File: src/design/sd_cmd_pkg.sv
// SD command line host shared definitions
// Frame lengths, driver states, request and response records,
// and the rule that maps a command index to its response kind

package sd_cmd_pkg;

	// ========================================
	// Frame geometry
	// ========================================
	localparam int CMD_INDEX_BITS   = 6;
	localparam int CMD_ARG_BITS     = 32;
	localparam int CRC_BITS         = 7;
	localparam int CMD_FRAME_BITS   = 48;
	localparam int CMD_CONTENT_BITS = CMD_FRAME_BITS - CRC_BITS - 1;  // Start..argument
	localparam int SHORT_RESP_BITS  = 48;
	localparam int LONG_RESP_BITS   = 136;
	localparam int LONG_HDR_BITS    = 8;    // Start, transmission, reserved
	localparam int SHORT_CRC_POS    = SHORT_RESP_BITS - CRC_BITS - 1;
	localparam int LONG_CRC_POS     = LONG_RESP_BITS - CRC_BITS - 1;
	localparam int PAYLOAD_BITS     = LONG_CRC_POS - LONG_HDR_BITS;
	localparam int NCR_MAX          = 64;   // Response start bit window
	localparam int CNT_W            = $clog2(LONG_RESP_BITS);
	localparam int NCR_W            = $clog2(NCR_MAX);

	typedef enum logic [1:0] {RESP_NONE, RESP_SHORT, RESP_LONG} resp_kind_e;

	typedef enum logic [2:0] {
		ST_IDLE, ST_SEND_CMD, ST_SEND_CRC, ST_WAIT_RESP, ST_RCV_RESP
	} cmd_state_e;

	typedef enum logic [1:0] {RS_OK, RS_CRC_ERR, RS_TIMEOUT, RS_FRAME_ERR} resp_status_e;

	typedef struct packed {
		logic [CMD_INDEX_BITS-1:0] index;
		logic [CMD_ARG_BITS-1:0]   arg;
	} cmd_req_t;

	typedef struct packed {
		resp_kind_e                kind;
		logic                      timeout;
		logic [CMD_INDEX_BITS-1:0] index;     // Index that was sent
		logic [LONG_RESP_BITS-1:0] bits;      // Right aligned capture
		logic [CRC_BITS-1:0]       crc_calc;
	} resp_frame_t;

	typedef struct packed {
		resp_status_e            status;
		logic [PAYLOAD_BITS-1:0] payload;
	} cmd_result_t;

	// Response kind from command index
	function automatic resp_kind_e resp_kind_of(input logic [CMD_INDEX_BITS-1:0] index);
		resp_kind_e kind;
		case (index)
			6'd0, 6'd4, 6'd15: kind = RESP_NONE;
			6'd2, 6'd9, 6'd10: kind = RESP_LONG;
			default:           kind = RESP_SHORT;
		endcase
		return kind;
	endfunction

endpackage

File: src/design/sd_resp_check.sv
// Response checker
// Judges a captured response frame and extracts the card status
// or the long response content, one result per frame strobe

`timescale 1ns/1ns

module sd_resp_check
(
	input  logic                    iclk,
	input  logic                    irst,
	input  logic                    frame_valid,
	input  sd_cmd_pkg::resp_frame_t frame,
	output logic                    done,
	output sd_cmd_pkg::cmd_result_t result
);

	import sd_cmd_pkg::*;

	cmd_result_t                judged;
	logic [SHORT_RESP_BITS-1:0] s_bits;
	logic [LONG_RESP_BITS-1:0]  l_bits;

	always_comb
	begin
		s_bits         = frame.bits[SHORT_RESP_BITS-1:0];
		l_bits         = frame.bits;
		judged.status  = RS_OK;
		judged.payload = '0;
		if (frame.timeout)
		begin
			judged.status = RS_TIMEOUT;
		end
		else
		begin
			case (frame.kind)
				RESP_SHORT:
				begin
					// Transmission bit, echoed index, end bit
					if (s_bits[46] || (s_bits[45:40] != frame.index) || !s_bits[0])
						judged.status = RS_FRAME_ERR;
					else if (s_bits[7:1] != frame.crc_calc)
						judged.status = RS_CRC_ERR;
					else
						judged.payload = PAYLOAD_BITS'(s_bits[39:8]);
				end
				RESP_LONG:
				begin
					// Reserved field must read all ones
					if (l_bits[134] || (l_bits[133:128] != '1) || !l_bits[0])
						judged.status = RS_FRAME_ERR;
					else if (l_bits[7:1] != frame.crc_calc)
						judged.status = RS_CRC_ERR;
					else
						judged.payload = l_bits[127:8];
				end
				default: ;   // No response, nothing to judge
			endcase
		end
	end

	always_ff @(posedge iclk)
	begin
		if (irst)
			done <= 1'b0;
		else
			done <= frame_valid;
	end

	// Held until the next frame
	always_ff @(posedge iclk)
	begin
		if (frame_valid)
			result <= judged;
	end

endmodule

File: config.mk
export PLATFORM = sky130hd
export DESIGN_NAME = sd_resp_check
export DESIGN_NICKNAME = d
export VERILOG_FILES = /design/src/design/sd_cmd_pkg.sv /design/src/design/sd_resp_check.sv
export SDC_FILE = /design/constraint.sdc
export NUM_CORES = 1
export LEC_CHECK = 0
export ABC_AREA = 0
export BUFFER_PORTS_ARGS = -buffer_cell sky130_fd_sc_hd__clkbuf_2
export CAP_MARGIN = 20
export CORE_ASPECT_RATIO = 0.5
export CORE_UTILIZATION = 25
export CTS_CLUSTER_SIZE = 12
export DETAILED_ROUTE_END_ITERATION = 8
export HOLD_SLACK_MARGIN = 0.05
export PLACE_DENSITY = 0.52
export SLEW_MARGIN = 20
export SYNTH_ARGS = -nofsm -noshare
export SYNTH_HDL_FRONTEND = slang
export SYNTH_SLANG_ARGS = --single-unit
export TNS_END_PERCENT = 5
File: constraint.sdc
create_clock -name iclk -period 1.81 [get_ports iclk]
set_input_delay 0.2715 -clock iclk [delete_from_list [all_inputs] [get_ports iclk]]
set_output_delay 0.2715 -clock iclk [all_outputs]
set_load 0.02 [all_outputs]
==> results of run 1 <==
## Yosys cell counts (all sizes together) (2+ instances only)
cell type,number,share of area
ha,2,0.0051
edfxtp,122,0.75
xor2,13,0.023
a31oi,2,0.0026
nor3b,33,0.051
nand2,3,0.0023
nor4,2,0.0069
and4,2,0.0041
buf,4,0.0092
nor3,2,0.0031
clkbuf,11,0.0097
inv,3,0.0023
and2,88,0.11
## repair_timing
item,in CTS,in global routing
setup endpoints to repair,0,0
hold buffers,1,0
endpoints found under the hold margin,1,0
## routing by layer
| layer | wire length (µm) | share of wire | track usage | up-vias |
|---|---|---|---|---|
| li1 | - | - | - | 1671 |
| met1 | 4970 | 0.39 | 0.141 | 1664 |
| met2 | 7170 | 0.57 | 0.231 | 74 |
| met3 | 464 | 0.037 | 0.0361 | 9 |
| met4 | 75 | 0.0059 | 0.0352 | 0 |
| met5 | 0 | 0 | 0 | - |
## registers in the layout, indices dropped and copies added (netlist names)
signal and count:
done 1, result 122
## cells by family after synthesis
kind of cell               synth area share
DFF                                   0.753
adders and majority gates           0.00512
buffers and inverters                0.0212
AOI/OAI and AO/OA                   0.00640
xor gates and xnor gates             0.0233
and+or+nand+nor                       0.191
## final timing paths
kind	from	end	slack [ns]	depth (start not counted)
worst max-delay path	frame[148]	result[22]	0.46	6
worst min-delay path	frame[61]	result[46]	0.13	2
## metrics by stage
| step | util | area (µm²) |
|---|---|---|
| finish | 0.389 | 7310 |
| global route | 0.389 | 7310 |
| CTS | 0.389 | 7310 |
| detailed placement | 0.357 | 6700 |
| global placement | 0.357 | 6700 |
| floorplan | - | 4890 |
## worst max-delay path, cell delays in order
cell and delay, ns:
clkbuf_2 0.08, xor2_1 0.16, nor4_2 0.44, a31oi_2 0.20
buf_12 0.20, nor3b_1 0.23
## power by group through the flow
stage	logic (µW)	clock network [µW]	registers, µW
after detailed placement	662	0	3370
after global routing	700	3710	3320
after floorplan	61.8	0	3570
final	653	3480	3300
after CTS	666	3580	3310
after global placement	662	0	3360
## final cells by class
class | count | area, µm²
clock buffers | 18 | 429
multi-input cells | 157 | 1110
well taps | 259 | 324
inverters | 3 | 11.3
flip-flops and latches | 123 | 3680
clock inverters | 14 | 173
repair buffers | 292 | 1580
fillers | 1856 | 11500
==> metrics.txt, run 1 <==
dpl cells=833; core area=18,800 µm²; crit path time final=1.35 ns; H-Tree Depth=4; Pwr Density=1020 nW/µm²; Worst setup EP type=register; I/O pin cnt=278; Worst setup SP type=input pin; clock sinks=123; fin cells=866; Finish-stage setup viols=0; Worst Path Max Fanout=25; antenna fix cells=0; Post-synth top flop=edfxtp_1; Post-Syn Area=4890 µm²; Pleak=0.00312 µW; Yosys reg bits=123; Gate Count Post-Synth=298; nets=751; GP Congestion=0.722; number of max-cap violations=0; largest net degree at the start of global routing=54; Port Buffers=276; CTS Buf Count=17; commonest non-fill, non-tap cell in the layout=clkbuf_2; height of the die=101 µm; Ys Warns=0; DR DRC count=0; Mean Syn Cell Area=16.4 µm²; most frequent cells in the layout=275 x clkbuf_2, 122 x edfxtp_1, 88 x and2_1; via count=3,418; root buf cell=clkbuf_16; Vias/cell=3.95; RSZ-0062 raised after global routing=false; DRT Pass-1 Iters=4; Crit Path Category=in2reg; Clock power frac=0.468; total wire length=12,700 µm; hold crit path type=in2reg; Logic pwr share=0.088; fin crit share=0.743; CTS tree=done; Fmax=0.743 GHz; initial antenna violation count=0; vias in the first global route=3,345; asr flop ratio synth=0; row count=35; Pint=5700 µW; antenna-violating nets left=0; total chip power=7440 µW; Sum Neg Setup Slack=0 ns; Least-Margin Pin Slew=0.414 ns; worst vdd ir=0.489 mV; max-slew violations=0; Clock Tree Buf Depth=2; 1st-iter DRT viols=94; WP data required=2.05 ns; Wirelength per Cell=14.7 µm; gr usage total=0.125; Final Hold Slack=0.132 ns; die width=200 µm; area delta synth->final=49.5%; first-pass GRT wire length=18,600 µm; crit path DAT=1.58 ns; Fin. Hold Viols=0; post-CTS setup repair buffer count=0; switching part of the total=0.233; sequential power share=0.444; max_slew headroom=0.722; Clk pin slew, worst setup/hold paths=0.07 ns; sequential area share after synthesis=0.753; Syn Nets=455; Post-synth EDFFs=122; placed wire-length estimate=9500 µm; share of cells above drive strength 1=0.539; Net Switching=1730 µW; CTS resizes=0; outcome=complete, no violations; setup ws final=0.465 ns; GR Overflow Total=0; initial core utilization=0.260; die area=20,200 µm²; post-place setup slack=0.0172 ns; Yosys cell types=28
No activity file was read; power rests on OpenSTA's default activity.
==> run 2: changes to the inputs <==
ABC_AREA = 1   (was 0)
clock period = 1.35 ns   (was 1.81 ns; I/O delays follow)
==> run 2 against run 1 <==
Die area grew 6.4%. First-iteration DRC count grew 85%. Critical path depth grew 3. Clock power grew 25%. Design area grew 4.1%. Count of clock-buffer cells in the layout grew 1. Total power grew 31%. Utilization shrank 0.67 points. Non-clock buffer count grew 2. Combinational power grew 45%. Critical endpoint is now result[98]. Largest cell class unchanged.
==> metrics.txt, run 2 <==
via count=4,201; DRT Pass-1 Iters=4; Synth top cells by count=144 x nand2_1, 122 x edfxtp_1, 109 x nor2_1, 23 x inv_1; Port Buffers=276; height of the die=104 µm; hold crit path type=in2reg; Yosys cell types=20; wire length on met1=5590 µm; Critical Path Max Stage Delay=0.30 ns; critical path, cell by cell=clkbuf_2, inv_1, ha_1, nor2_2, inv_1, nor2_4, buf_12, nand2_1, nor2_4; die width=206 µm; clock sinks=123; met3 wire len=642 µm; post-place setup slack=-0.400 ns; fin crit share=0.885; initial core utilization=0.262; Crit path max-delay family=simple AND/OR/NAND/NOR gates; placed wire-length estimate=10,700 µm; Crit Path Category=in2reg; vias in the first global route=4,230; Mean Syn Cell Area=11.2 µm²; H-Tree Depth=4; top-count cell post-synth=nand2_1; die area=21,400 µm²; total chip power=9740 µW; synth top area cells=edfxtp_1 70%, nand2_1 10%, nor2_1 7.9%; share of cells above drive strength 1=0.452; Syn Nets=623; Post-Syn Area=5210 µm²; Worst Path Max Fanout=44; root buf cell=clkbuf_16; initial antenna violation count=0; Worst setup EP type=register; fill cell count=2,022; metal2 WL=7740 µm; crit path time final=1.20 ns; Worst setup SP type=input pin; GR Overflow Total=0; area delta synth->final=46.2%; max-slew violations=0; Reg with most FFs=result; DR DRC count=0; Pwr Density=1280 nW/µm²; Clock Tree Buf Depth=2; 1st-iter DRT viols=174; commonest non-fill, non-tap cell in the layout=clkbuf_2; Finish-stage setup viols=0; Fmax=0.837 GHz; crit path DAT=1.47 ns; row count=36; antenna fix cells=0; Least-Margin Pin Slew=0.330 ns; Vias/cell=4.06; Wirelength per Cell=13.9 µm; CP bufs+invs=4; first-pass GRT wire length=22,300 µm; sequential area share after synthesis=0.708; largest net degree at the start of global routing=57; gr usage total=0.138; CTS Buf Count=17; Fin. Hold Viols=0; biggest regs=result: 122 flops, done: 1 flops; asr flop ratio synth=0; nets=912; outcome=complete, no violations; Post-synth EDFFs=122; Ys Warns=0; top sig layer=met4; most frequent cells in the layout=275 x clkbuf_2, 144 x nand2_1, 122 x edfxtp_1; max_slew headroom=0.780; Pleak=0.00307 µW; setup ws final=0.155 ns; Clk pin slew, worst setup/hold paths=0.06 ns; cell taking the most area after synthesis=edfxtp_1; CTS tree=done; worst vdd ir=0.795 mV; Sum Neg Setup Slack=0 ns; Synth top area share=0.704; core area=19,900 µm²; I/O pin cnt=278; slowest CP cell=ha_1; RSZ-0062 raised after global routing=false; Largest register FFs=122; Gate Count Post-Synth=466; GP Congestion=0.737; post-CTS setup repair buffer count=0; antenna-violating nets left=0; number of max-cap violations=0; total wire length=14,400 µm; WP data required=1.63 ns; Yosys reg bits=123; Post-synth top flop=edfxtp_1
run 2: power breakdown:
| part | leakage, µW | switching [µW] | internal, µW |
|---|---|---|---|
| combinational | 0.00164 | 589 | 359 |
| clock | 0.000266 | 1670 | 2690 |
| sequential | 0.00117 | 52.3 | 4380 |
run 2: area by class of cell:
class	instances	area, µm²	share of cell area
Inverter	23	86.3	0.0113
Tap cell	266	333	0.0437
Sequential cell	123	3680	0.484
Multi-Input combinational cell	296	1320	0.173
Timing Repair Buffer	294	1630	0.215
Clock inverter	13	128	0.0168
Clock buffer	19	433	0.0569
run 2: final timing paths:
path | startpoint | slack (ns) | end | depth (start not counted)
hold / removal | frame_valid | 0.08 | done | 3
setup / recovery | frame[150] | 0.15 | result[98] | 9
run 2: per-stage QoR:
| stage | cells | hold slack [ns] | cell area [µm²] | utilization |
|---|---|---|---|---|
| floorplan | 466 | 0.274 | 5220 | - |
| global placement | 1001 | 0.360 | 7030 | 0.353 |
| detailed placement | 1001 | 0.368 | 7030 | 0.353 |
| CTS | 1034 | 0.0581 | 7600 | 0.382 |
| global route | 1034 | 0.0719 | 7610 | 0.382 |
| finish | 1034 | 0.0812 | 7610 | 0.382 |
run 2: routing by layer:
layer  vias to the layer above  global-route usage
met3                        29              0.0410
met2                       102               0.245
met4                         0              0.0667
met5                         -                   0
met1                      1983               0.150
li1                       2087                   -
run 2: cells by family (layout without fill, tap and decap cells):
group | count (synthesis) | after routing | share of synthesized area
buf+inv | 47 | 349 | 0.0425
fa+ha+maj | 2 | 2 | 0.00481
xor+xnor | 7 | 7 | 0.0118
simple gates | 287 | 287 | 0.233
flops | 123 | 123 | 0.708
run 2: what timing repair did:
| item | 4_1_cts | 5_1_grt |
|---|---|---|
| endpoints found under the setup margin | 0 | 8 |
| hold buffers | 1 | 0 |
| hold endpoints to repair | 1 | 0 |
| resized for setup | 0 | 2 |
==> run 3: changes to the inputs <==
ABC_AREA = 0   (was 1)
==> run 3 against run 2 <==
Total power down 0.40%. Worst setup slack worse by 0.066 ns. Design area down 2.6%. Sequential power about the same. Cell count down 15%. First-iteration DRC count down 34%. Critical endpoint is now result[76]. Worst hold slack worse by 0.015 ns. Combinational power down 2.8%. Count of clock-buffer cells in the layout down 2. Die area down 6.0%. Global-route usage down 1.2 points. Sequential share of layout area up 1.3 points. Critical path type unchanged.
==> metrics.txt, run 3 (synthesis gave the netlist of run 1 again) <==
hold crit path type=in2reg; cell depth of the worst setup path=6; crit path DAT=1.53 ns; setup ws final=0.0888 ns; Reg with most FFs=result; antenna fix cells=0; via count=3,436; post-route cell area=7410 µm²; biggest regs=result: 122 flops, done: 1 flops; total wire length=12,900 µm; clock sinks=123; HP Start=frame[129]; Worst setup SP type=input pin; initial antenna violation count=0; post-CTS setup repair buffer count=0; Port Buffers=276; critical path, cell by cell=clkbuf_2, xor2_4, nor4_4, and4_4, buf_12, and2_1; Clock Tree Buf Depth=2; Clk pin slew, worst setup/hold paths=0.07 ns; Crit path max-delay family=simple AND/OR/NAND/NOR gates; Worst setup EP type=register; number of max-cap violations=0; die area=20,200 µm²; I/O pin cnt=278; placed wire-length estimate=9780 µm; 1st-iter DRT viols=115; max_slew headroom=0.769; Largest register FFs=122; Crit Path Category=in2reg; wire length on met1=5110 µm; antenna-violating nets left=0; Critical Path Max Stage Delay=0.34 ns; nets=762; CP endpoint=result[76]; H-Tree Depth=4; height of the die=101 µm; RSZ-0062 raised after global routing=false; GR Overflow Total=0; area delta synth->final=51.6%; metal2 WL=7100 µm; max-slew violations=0; CTS tree=done; Least-Margin Pin Slew=0.344 ns; vias in the first global route=3,435; fin crit share=0.934; GP Congestion=0.753; root buf cell=clkbuf_16; CP bufs+invs=2; Pleak=0.00318 µW; row count=35; critical path startpoint=frame[2]; top sig layer=met4; Vias/cell=3.92; die width=200 µm; crit path time final=1.26 ns; Worst Path Max Fanout=41; CTS Buf Count=17; worst vdd ir=0.610 mV; WP data required=1.62 ns; Pwr Density=1310 nW/µm²; outcome=complete, no violations; DRT Pass-1 Iters=4; met3 wire len=478 µm; DR DRC count=0; first-pass GRT wire length=18,600 µm; post-place setup slack=-0.349 ns; most frequent cells in the layout=275 x clkbuf_2, 122 x edfxtp_1, 88 x and2_1; Fmax=0.793 GHz; largest net degree at the start of global routing=42; share of cells above drive strength 1=0.555; gr usage total=0.126; initial core utilization=0.260; core area=18,800 µm²; Post-DP Area=6820 µm²; slowest CP cell=and4_4; Fin. Hold Viols=0; Finish-stage setup viols=0; Wirelength per Cell=14.7 µm; commonest non-fill, non-tap cell in the layout=clkbuf_2
## run 3: changes by cell type in the layout (fill, tap and decap cells not counted), sizes merged, moves of 3 or more
cell   before  now
buf        18   26
and2        0   88
nand3       7    1
inv        23    9
nand2     145    3
xnor2       3    0
nor3b       0   33
nor2      131    1
xor2        4   13
## run 3: routing by layer
metal  vias to the layer above  global-route usage
met5                         -                   0
met4                         0              0.0464
met3                        13              0.0311
met2                        89               0.232
met1                      1643               0.142
li1                       1691                   -
## run 3: what timing repair did
action	CTS	global route
endpoints found under the hold margin	2	0
gates resized for setup	0	3
hold buffers	2	0
setup endpoints to repair	0	5
## run 3: metrics by stage
step | total power (µW) | TNS [ns] | util | std cells | hold WS, ns
global placement | 5440 | -33.69 | 0.363 | 843 | 0.385
detailed placement | 5440 | -36.95 | 0.363 | 843 | 0.377
floorplan | 4870 | -8.44 | - | 298 | 0.274
global route | 10100 | 0 | 0.395 | 877 | 0.0532
CTS | 9840 | 0 | 0.394 | 877 | 0.0508
finish | 9700 | 0 | 0.395 | 877 | 0.0665
## run 3: worst min path at each step
| stage | slack [ns] | cells after the start | end |
|---|---|---|---|
| floorplan | 0.27 | 1 | done |
| detailed placement | 0.38 | 2 | done |
| global route | 0.05 | 2 | result[57] |
| global placement | 0.38 | 2 | done |
| CTS | 0.05 | 2 | result[114] |
| finish | 0.07 | 2 | result[114] |
## run 3: final cells by class
type                            count  area, µm²
Clock buffer                       17        425
Clock inverter                     15        139
Fill cell                        1838      11400
Inverter                            3       11.3
Multi-Input combinational cell    157       1140
Sequential cell                   123       3680
Tap cell                          259        324
Timing Repair Buffer              303       1690
## run 3: power by group
part | leakage, µW | switching [µW] | internal, µW
Combinational | 0.00174 | 534 | 388
Sequential | 0.00117 | 51.7 | 4380
Clock | 0.000275 | 1790 | 2560
Total | 0.00318 | 2370 | 7330
