--- src/design/sd_crc7.sv ---
// Serial CRC7 for the SD command line, polynomial x^7 + x^3 + 1
// Accumulates one bit per clock, then shifts the remainder out
// MSB first while unload is high

`timescale 1ns/1ns

module sd_crc7
(
	input  logic iclk,
	input  logic irst,
	input  logic clear,     // Hold remainder at zero
	input  logic data_bit,
	input  logic unload,    // Shift remainder out, no feedback
	output logic crc_bit
);

	logic [6:0] crc;
	logic       fb;

	assign fb      = data_bit ^ crc[6];
	assign crc_bit = crc[6];

	always_ff @(posedge iclk)
	begin
		if (irst || clear)
		begin
			crc <= '0;
		end
		else if (unload)
		begin
			crc <= {crc[5:0], 1'b0};
		end
		else
		begin
			// Feedback taps at x^3 and x^0
			crc <= {crc[5:3], crc[2] ^ fb, crc[1:0], fb};
		end
	end

endmodule

--- config.mk ---
export PLATFORM = sky130hd
export DESIGN_NAME = sd_crc7
export DESIGN_NICKNAME = d
export VERILOG_FILES = /design/src/design/sd_crc7.sv
export SDC_FILE = /design/constraint.sdc
export NUM_CORES = 1
export LEC_CHECK = 0
export BUFFER_PORTS_ARGS = -buffer_cell sky130_fd_sc_hd__buf_4
export CAP_MARGIN = 40
export CORE_AREA = 4 4 41 43
export DETAILED_ROUTE_END_ITERATION = 6
export DIE_AREA = 0 0 45 47
export GPL_TIMING_DRIVEN = 0
export HOLD_SLACK_MARGIN = 0.12
export PLACE_DENSITY = 0.38
export SLEW_MARGIN = 20
export SYNTH_ARGS = -nofsm -noshare
export SYNTH_HDL_FRONTEND = slang
export SYNTH_SLANG_ARGS = --single-unit
--- constraint.sdc ---
create_clock -name iclk -period 1.1 [get_ports iclk]
set_clock_uncertainty 0.2 [all_clocks]
set_input_delay 0.055 -clock iclk [delete_from_list [all_inputs] [get_ports iclk]]
set_output_delay 0.055 -clock iclk [all_outputs]
set_load 0.1 [all_outputs]
==> results of run 1 <==
==> routing by layer <==
layer  GRT usage, %  vias up  part of all wire [%]
met5              0        -                     0
met2           6.78        9                    42
li1               -       81                     -
met4           8.77        0                   7.4
met3           3.45        3                   9.9
met1           5.03       75                    40
==> per-stage QoR <==
stage / instances / total power [mW] / util (%)
after floorplan: 18 / 0.269 / -
after global placement: 38 / 0.285 / 21.4
after detailed placement: 38 / 0.286 / 21.4
after CTS: 43 / 0.535 / 24.6
after global routing: 43 / 0.557 / 25.4
final: 43 / 0.524 / 25.4
==> worst max-delay path: cells and delay by family (launching register included) <==
kind	cells	cell delay [ns]
xor+xnor	1	0.15
compound gates	2	0.29
flops	1	0.35
==> layout by cell type, fill, tap and decap left out, drive strengths merged <==
cell type    netlist  final
buf                0      5
dlygate4sd3        0      1
nor4               1      1
nor2               1      1
xnor2              1      1
or3                1      1
dfxtp              7      7
o31ai              1      1
o211ai             1      1
and2               5      5
clkbuf             0      4
==> final cells by class <==
class	instances	area share [%]
sequential	7	43.9
multi-input combinational	11	26.9
timing repair buffer	6	15.5
clock buffer	4	7.95
tap	15	5.68
==> cells in the mapped netlist (all sizes together) <==
cell	count	area share (%)
nor4	1	3.0
and2	5	15
or3	1	3.0
nor2	1	1.8
o31ai	1	3.6
dfxtp	7	66
xnor2	1	4.1
o211ai	1	3.6
==> power by group <==
group	switching (mW)	internal, mW	leakage, nW
clock network	0.0989	0.139	0.0150
logic	0.0128	0.0185	0.0599
registers	0.000583	0.254	0.0579
==> what timing repair did <==
action	CTS	global route
endpoints found under the setup margin	2	2
gates resized for setup	2	2
hold endpoints to repair	7	7
pin swaps	2	1
setup buffers	0	0
==> kinds of logic (layout without fill, tap and decap cells) <==
kind of cell,after synthesis,count (layout),share of synthesized area (%)
DFF,7,7,66.3
AOI/OAI and AO/OA,2,2,7.10
xor gates and xnor gates,1,1,4.14
buffers and inverters,0,10,0
and+or+nand+nor,8,8,22.5
==> how the worst max path moves through the flow <==
stage	start	to	slack (ns)
after detailed placement	crc[2]$_SDFF_PP0_	crc[3]$_SDFF_PP0_	-0.04
after global placement	crc[2]$_SDFF_PP0_	crc[3]$_SDFF_PP0_	-0.07
after floorplan	crc[6]$_SDFF_PP0_	crc[3]$_SDFF_PP0_	-0.09
final	crc[6]$_SDFF_PP0_	crc[3]$_SDFF_PP0_	-0.007
after global routing	crc[6]$_SDFF_PP0_	crc[3]$_SDFF_PP0_	-0.04
after CTS	crc[2]$_SDFF_PP0_	crc[3]$_SDFF_PP0_	-0.05
==> summary.txt, run 1 <==
Global route
  • GRT overflow: 0
  • Antenna violations before repair: 0
  • Total track usage: between 5 and 6%
  • Vias in the first global route: around 150
  • First-pass GRT wire length: about 660 um
  • Largest net degree at the start of global routing: 7

Clocking
  • CTS Sinks: 7
  • Later-pin clock latency in the skew report: approximately 0.25 ns
  • Post-CTS Hold Buffers: 1
  • CTS Buffer Depth: 2
  • CTS buffer count: 3
  • Root buf cell: clkbuf_4
  • Worst-path clk slew: about 0.050 ns
  • TritonCTS clock tree: done
  • H-tree levels: 1

Critical path
  • Critical R2R Capture: crc[3]$_SDFF_PP0_
  • R2r worst-path depth: 3
  • Worst Path Max Fanout: 3
  • R2R Setup Slk: -0.007 ns
  • Cells along the critical path: xnor2_2, o211ai_1, o31ai_2
  • Crit Path Class: register to register
  • Worst r2r src: crc[6]$_SDFF_PP0_
  • Crit end category: register
  • Critical path required time: 1.04 ns
  • Slowest cell on crit path: dfxtp_4
  • Max incr delay on CP: approximately 0.35 ns
  • Critical Path Source Type: register
  • Critical Path AT: approximately 1.0 ns

Timing
  • Fmax: about 900 MHz
  • Final setup viols: 1
  • Fin Hold WS: -0.219 ns
  • Final min period: approximately 1.1 ns
  • RSZ-0062 raised after global routing: yes
  • Final hold violation count: 7
  • Final worst slack: -0.00656 ns
  • Max-slew violations: 0
  • Max transition margin: 79.8%
  • Setup TNS: -0.00656 ns
  • Worst-margin pin slew: ~0.3 ns
  • Fin crit share: 101%

Min path
  • Hold-critical path depth: 2
  • Hold wc startpoint: irst
  • Hold Crit Class: input pin to register
  • Endpoint, Worst Hold: crc[0]$_SDFF_PP0_

Cells and area
  • Multi-input logic area: 88.8 um2
  • Top Registers: crc x7
  • Top reg by flops: crc
  • Fill cells: 150
  • Syn-to-layout area delta: 56.2%
  • Final nets: 34
  • Final instance area: between 300 and 400 um2
  • Reg area: between 100 and 150 um2
  • Max FFs per register: 7
  • Antenna diodes: 0
  • Layout cell share with drive strength beyond 1: 46.4%

Floorplan
  • Die H: 47 um
  • Initial Util: 16.3%
  • Std cell rows: 13
  • Total die area: ~2100 um2
  • Core ar.: roughly 1300 um2
  • Die Span X: between 40 and 50 um
  • Io pins: 6

Synth
  • Synthesis warning total: 0
  • Syn Inst Count: 18
  • Syn nets: 23
  • FF+latch count, synth: 7
  • Syn avg cell area: 11.7 um2
  • Sequential-to-total area share from yosys stat: ~66%
  • Post-synth cell types: 8
  • Mapped Area: 211 um2

Detailed routing
  • Drt first pass iters: 1
  • Post-route ant nets: 0
  • Vias: approximately 170
  • Initial DRC count: 0
  • DRC Markers: 0
  • Vias per inst: 3.91
  • Routed WL: 405 um
  • Post-DR wirelength/cell: approximately 9.4 um

Power
  • Leak: 0.133 nW
  • Power density cells: approximately 1600 nW/um2
  • Worst VDD drop: about 610 uV

Placement
  • Pre-CTS setup slack: -0.0414 ns
  • Placed Area: roughly 280 um2
  • RD Place Congestion: around 0.63
  • DP Wirelength: between 200 and 300 um
  • Buffers on Ports: 5

Outcome
  • Status: finished with violations
  • Failing checks: negative hold slack, negative setup slack

Flow run
  • Maxcap violations: 0
Power figures use the tool's default switching activity.
==> inputs of run 2 (changes only) <==
--- a/config.mk
+++ b/config.mk
@@ -5,9 +5,11 @@
 export SDC_FILE = /design/constraint.sdc
 export NUM_CORES = 1
 export LEC_CHECK = 0
+export ABC_AREA = 0
 export BUFFER_PORTS_ARGS = -buffer_cell sky130_fd_sc_hd__buf_4
 export CAP_MARGIN = 40
 export CORE_AREA = 4 4 41 43
+export CTS_BUF_LIST = sky130_fd_sc_hd__clkbuf_4 sky130_fd_sc_hd__clkbuf_8 sky130_fd_sc_hd__clkbuf_16
 export DETAILED_ROUTE_END_ITERATION = 6
 export DIE_AREA = 0 0 45 47
 export GPL_TIMING_DRIVEN = 0
==> run 2 against run 1 <==
  * The run still ends with negative hold slack, negative setup slack left
  * Cell count is the same
  * Sequential share of layout area is 0.49 points lower
  * Die area did not move
  * Core utilization is 0.29 points higher
  * Via count is 0.60% lower
  * First-iteration DRC count is the same
  * Maximum frequency is 0.16% higher
  * Clock-buffer cell count unchanged
  * Critical endpoint unchanged
  * Largest cell class unchanged
  * Largest power group is now the clock network
  * Highest routed layer unchanged
==> summary.txt, run 2 (same netlist as run 1, synthesis figures left out) <==
Detailed routing
  • Drt first pass iters: 1 (unchanged)
  • Post-route ant nets: 0 (unchanged)
  • Routed WL: 379 um (-6.4%)
  • Vias per inst: 3.88 (-0.60%)
  • Vias: 167 (-0.60%)
  • DRC Markers: 0 (unchanged)
  • Initial DRC count: 0 (unchanged)
  • Post-DR wirelength/cell: 8.81 um (-6.4%)

Cells and area
  • Final nets: 34 (unchanged)
  • Syn-to-layout area delta: 58.0%
  • Layout cell share with drive strength beyond 1: 50.0% (+3.6 points)
  • Antenna diodes: 0 (unchanged)
  • Fill cells: 147 (-2.0%)
  • Top Registers: crc x7
  • Top reg by flops: crc
  • Most frequent cells in the layout: and2_1 (5), dfxtp_1 (5), clkbuf_4 (4), buf_4 (4)
  • Max FFs per register: 7 (unchanged)

Global route
  • Largest net degree at the start of global routing: 7 (unchanged)
  • Antenna violations before repair: 0 (unchanged)
  • Vias in the first global route: 142 (-7.8%)
  • Total track usage: 5.14% (-0.40 points)
  • First-pass GRT wire length: 607 um (-8.3%)
  • GRT overflow: 0 (unchanged)

Floorplan
  • Die Span X: 45 um (unchanged)
  • Std cell rows: 13 (unchanged)
  • Io pins: 6 (unchanged)
  • Initial Util: 16.3% (unchanged)
  • Die H: 47 um (unchanged)
  • Core ar.: 1300 um2 (unchanged)
  • Total die area: 2120 um2 (unchanged)

Timing
  • Fin crit share: 100% (-0.16 points)
  • Fmax: 905 MHz (+0.16%)
  • Final worst slack: -0.00475 ns (+0.00181 ns)
  • Fin Hold WS: -0.215 ns (+0.00439 ns)
  • Final min period: 1.10 ns (-0.00181 ns)
  • Max transition margin: 80.7% (+0.93 points)
  • Max-slew violations: 0 (unchanged)
  • Final hold violation count: 7 (unchanged)
  • Final setup viols: 1 (unchanged)
  • Worst-margin pin slew: 0.288 ns (-0.0139 ns)
  • Setup TNS: -0.00475 ns (+0.00181 ns)
  • RSZ-0062 raised after global routing: yes

Clocking
  • CTS Buffer Depth: 2 (unchanged)
  • Worst-path clk slew: 0.05 ns (about the same)
  • Root buf cell: clkbuf_4
  • TritonCTS clock tree: done
  • CTS Sinks: 7 (unchanged)
  • Later-pin clock latency in the skew report: 0.25 ns (about the same)
  • Post-CTS setup buffer count: 0 (unchanged)
  • CTS buffer count: 3 (unchanged)
  • Post-CTS Hold Buffers: 1 (unchanged)
  • H-tree levels: 1 (unchanged)

Critical path
  • Worst Path Max Fanout: 3 (unchanged)
  • Crit Path Class: register to register
  • Critical path required time: 1.03 ns (about the same)
  • Critical Path AT: 1.04 ns (about the same)
  • Critical Path Source Type: register
  • Crit end category: register

Power
  • Leak: 0.136 nW (+2.6%)
  • Worst VDD drop: 522 uV (-14%)
  • Power density cells: 1620 nW/um2 (+2.4%)
  • Total power: 0.542 mW (+3.6%)

Flow run
  • Maxcap violations: 0 (unchanged)

Placement
  • Buffers on Ports: 5 (unchanged)
  • DP Wirelength: 267 um (unchanged)
  • RD Place Congestion: 0.631 (unchanged)

Min path
  • Hold Crit Class: input pin to register

Outcome
  • Failing checks: negative hold slack, negative setup slack
  • Status: finished with violations
## run 2: cell counts in the layout (fill, tap and decap cells not counted)
No cell type changed its count.
## run 2: layer usage
| metal | wire [um] | track usage [%] | vias to the layer above |
|---|---|---|---|
| met5 | 0 | 0 | - |
| met1 | 160 | 5.02 | 74 |
| met4 | 30 | 8.77 | 0 |
| met3 | 40 | 3.45 | 3 |
| met2 | 147 | 5.37 | 9 |
| li1 | - | - | 81 |
## run 2: through the flow
| stage | instance area (um2) | worst slack, ns | std cells | utilization (%) |
|---|---|---|---|---|
| 3_5_place_dp | 279 | -0.0414 | 38 | 21.4 |
| 6_report | 334 | -0.00475 | 43 | 25.7 |
| 2_1_floorplan | 223 | -0.0885 | 18 | - |
| 5_1_grt | 334 | -0.0486 | 43 | 25.7 |
| 3_3_place_gp | 279 | -0.0681 | 38 | 21.4 |
| 4_1_cts | 324 | -0.0433 | 43 | 24.9 |
## run 2: worst paths after layout
check	from	slack [ns]	cells after the start	endpoint
worst max-delay path	crc[6]$_SDFF_PP0_	-0.005	3	crc[3]$_SDFF_PP0_
worst min-delay path	clear	-0.21	2	crc[0]$_SDFF_PP0_
worst max register to register	crc[6]$_SDFF_PP0_	-0.005	3	crc[3]$_SDFF_PP0_
worst min register to register	crc[1]$_SDFF_PP0_	0.22	1	crc[2]$_SDFF_PP0_
## run 2: worst max-delay path, cell delays in order, from the launching register on
cell and delay [ns]:
dfxtp_4 0.35, xnor2_2 0.15, o211ai_1 0.20, o31ai_2 0.09
## run 2: layout make-up
type,instances,area (um2),area share [%]
well taps,15,18.8,5.62
repair buffers,6,51.3,15.4
multi-input cells,11,88.8,26.6
flip-flops and latches,7,145,43.4
clock buffers,4,30.0,8.99
## run 2: repair_timing
| action | 4_1_cts | 5_1_grt |
|---|---|---|
| endpoints found under the hold margin | 7 | 7 |
| resized for setup | 2 | 2 |
| pin swaps | 2 | 1 |
| setup endpoints to repair | 2 | 2 |
## run 2: power breakdown
group / leakage (nW) / internal [mW] / switching (mW)
clock: 0.0184 / 0.163 / 0.0934
sequential: 0.0579 / 0.254 / 0.000525
combinational: 0.0599 / 0.0185 / 0.0126
==> inputs of run 3 (changes only) <==
--- a/config.mk
+++ b/config.mk
@@ -6,7 +6,7 @@
 export NUM_CORES = 1
 export LEC_CHECK = 0
 export ABC_AREA = 0
-export BUFFER_PORTS_ARGS = -buffer_cell sky130_fd_sc_hd__buf_4
+export BUFFER_PORTS_ARGS = -buffer_cell sky130_fd_sc_hd__buf_2
 export CAP_MARGIN = 40
 export CORE_AREA = 4 4 41 43
 export CTS_BUF_LIST = sky130_fd_sc_hd__clkbuf_4 sky130_fd_sc_hd__clkbuf_8 sky130_fd_sc_hd__clkbuf_16
==> run 3 against run 2 <==
  * The run still ends with negative hold slack, negative setup slack left
  * Sequential cell count unchanged
  * Non-clock buffer count stayed put
  * Maximum frequency decreased by 0.82%
  * Clock-buffer cell count unchanged
  * Power fell by 1.1%
  * Critical endpoint unchanged
==> summary.txt, run 3 (same netlist as run 1, synthesis figures left out) <==
Global route
  • First-pass GRT wire length: 489 um (-19%)
  • Total track usage: 4.03% (-1.1 points)
  • Vias in the first global route: 130 (-8.5%)
  • GRT overflow: 0 (unchanged)
  • Largest net degree at the start of global routing: 7 (unchanged)
  • Antenna violations before repair: 0 (unchanged)

Timing
  • Fmax: 898 MHz (-0.82%)
  • Final min period: 1.11 ns (+0.00919 ns)
  • Fin Hold WS: -0.204 ns (+0.0110 ns)
  • Fin crit share: 101% (+0.84 points)
  • RSZ-0062 raised after global routing: yes
  • Max-slew violations: 0 (unchanged)
  • Max transition margin: 79.7% (-1.0 points)
  • Final hold violation count: 6 (-1)
  • Setup TNS: -0.0139 ns (-0.00919 ns)
  • Worst-margin pin slew: 0.304 ns (+0.0156 ns)
  • Final worst slack: -0.0139 ns (-0.00919 ns)
  • Final setup viols: 1 (unchanged)

Clocking
  • H-tree levels: 1 (unchanged)
  • Post-CTS Hold Buffers: 1 (unchanged)
  • Later-pin clock latency in the skew report: 0.25 ns (about the same)
  • CTS Sinks: 7 (unchanged)
  • Root buf cell: clkbuf_4
  • CTS Buffer Depth: 2 (unchanged)
  • Post-CTS setup buffer count: 0 (unchanged)
  • TritonCTS clock tree: done
  • Worst-path clk slew: 0.05 ns (about the same)
  • CTS buffer count: 3 (unchanged)

Floorplan
  • Initial Util: 16.3% (unchanged)
  • Die H: 47 um (unchanged)
  • Core ar.: 1300 um2 (unchanged)
  • Std cell rows: 13 (unchanged)
  • Io pins: 6 (unchanged)
  • Total die area: 2120 um2 (unchanged)
  • Die Span X: 45 um (unchanged)

Cells and area
  • Reg area: 145 um2 (unchanged)
  • Fill cells: 153 (+4.1%)
  • Most frequent cells in the layout: and2_1 (5), dfxtp_1 (5), clkbuf_4 (4), buf_2 (4)
  • Top reg by flops: crc
  • Final nets: 34 (unchanged)
  • Top Registers: crc x7
  • Max FFs per register: 7 (unchanged)
  • Final std cells w/o fill: 43 (unchanged)
  • Syn-to-layout area delta: 56.2%
  • Multi-input logic area: 95.1 um2 (+7.0%)
  • Layout cell share with drive strength beyond 1: 46.4% (-3.6 points)
  • Antenna diodes: 0 (unchanged)

Detailed routing
  • Vias per inst: 3.63 (-6.6%)
  • Post-route ant nets: 0 (unchanged)
  • Initial DRC count: 0 (unchanged)
  • DRC Markers: 0 (unchanged)
  • Routed WL: 365 um (-3.7%)
  • Post-DR wirelength/cell: 8.49 um (-3.7%)
  • Met3 wire len: 39 um (-2.5%)
  • M1 WL: 173 um (+8.1%)
  • Vias: 156 (-6.6%)
  • Met2 wire len: 152 um (+3.4%)
  • Highest Signal Layer: met3
  • Drt first pass iters: 1 (unchanged)

Critical path
  • Max incr delay on CP: 0.36 ns (about the same)
  • Worst Path Max Fanout: 3 (unchanged)
  • Beginning of the critical path: crc[6]$_SDFF_PP0_
  • Crit Path Class: register to register
  • Critical Path AT: 1.04 ns (about the same)
  • Critical R2R Capture: crc[3]$_SDFF_PP0_
  • Buf/Inv on CP: 0 (unchanged)
  • Critical Path Source Type: register
  • Critical path depth in cells: 3 (unchanged)
  • Cells along the critical path: xnor2_4, o211ai_1, o31ai_2
  • Critical path required time: 1.03 ns (about the same)
  • Worst r2r src: crc[6]$_SDFF_PP0_
  • Crit end category: register
  • Top delay family on crit path: flip-flops
  • Slowest cell on crit path: dfxtp_4
  • Critical Path End: crc[3]$_SDFF_PP0_
  • R2r worst-path depth: 3 (unchanged)
  • R2R Setup Slk: -0.01 ns (about the same)

Outcome
  • Status: finished with violations
  • Failing checks: negative hold slack, negative setup slack

Placement
  • RD Place Congestion: 0.643 (+1.9%)
  • DP Wirelength: 271 um (+1.7%)
  • Buffers on Ports: 5 (unchanged)
  • Placed Cells: 38 (unchanged)
  • Pre-CTS setup slack: -0.0391 ns (+0.00223 ns)

Power
  • Leak: 0.133 nW (-2.2%)
  • Worst VDD drop: 401 uV (-23%)
  • Power density cells: 1620 nW/um2 (about the same)
  • Total power: 0.537 mW (-1.1%)

Min path
  • Hold Crit Class: input pin to register

Flow run
  • Maxcap violations: 0 (unchanged)
## run 3: cell counts in the layout (fill, tap and decap cells not counted)
No cell type changed its count.
## run 3: final cells by class
cell class	count	area share [%]
sequential	7	43.9
timing repair buffer	6	12.5
multi-input combinational	11	28.8
tap	15	5.68
clock buffer	4	9.09
## run 3: metrics by stage
step,area [um2],util [%]
after global routing,330,25.4
after CTS,314,24.1
final,330,25.4
after global placement,267,20.5
after floorplan,223,-
after detailed placement,267,20.5
## run 3: how the worst min path moves through the flow
stage,slack [ns],endpoint,startpoint,cells after the start
floorplan,-0.07,crc[0]$_SDFF_PP0_,unload,1
global route,-0.21,crc[0]$_SDFF_PP0_,clear,2
detailed placement,0.05,crc[0]$_SDFF_PP0_,irst,2
CTS,-0.22,crc[0]$_SDFF_PP0_,irst,2
global placement,0.04,crc[0]$_SDFF_PP0_,irst,2
finish,-0.20,crc[0]$_SDFF_PP0_,irst,2
## run 3: worst reg2reg max path, cell delays in order (launching register included)
cell	delay, ns
dfxtp_4	0.36
xnor2_4	0.14
o211ai_1	0.21
o31ai_2	0.09
## run 3: metal layers
metal  vias to the layer above  GRT usage [%]
li1                         82              -
met5                         -              0
met2                         6           3.95
met1                        68           4.34
met4                         0           7.02
met3                         0           2.30
## run 3: repair_timing
| action | CTS | global route |
|---|---|---|
| hold endpoints to repair | 7 | 7 |
| endpoints found under the setup margin | 2 | 2 |
| gates resized for setup | 3 | 2 |
| pin swaps | 2 | 2 |
## run 3: where the power goes
part,internal (mW),total [mW],switching [mW],leakage [nW]
clock network,0.163,0.253,0.0899,0.0184
logic,0.0151,0.0288,0.0137,0.0570
registers,0.255,0.255,0.000602,0.0579
total,0.432,0.537,0.104,0.133
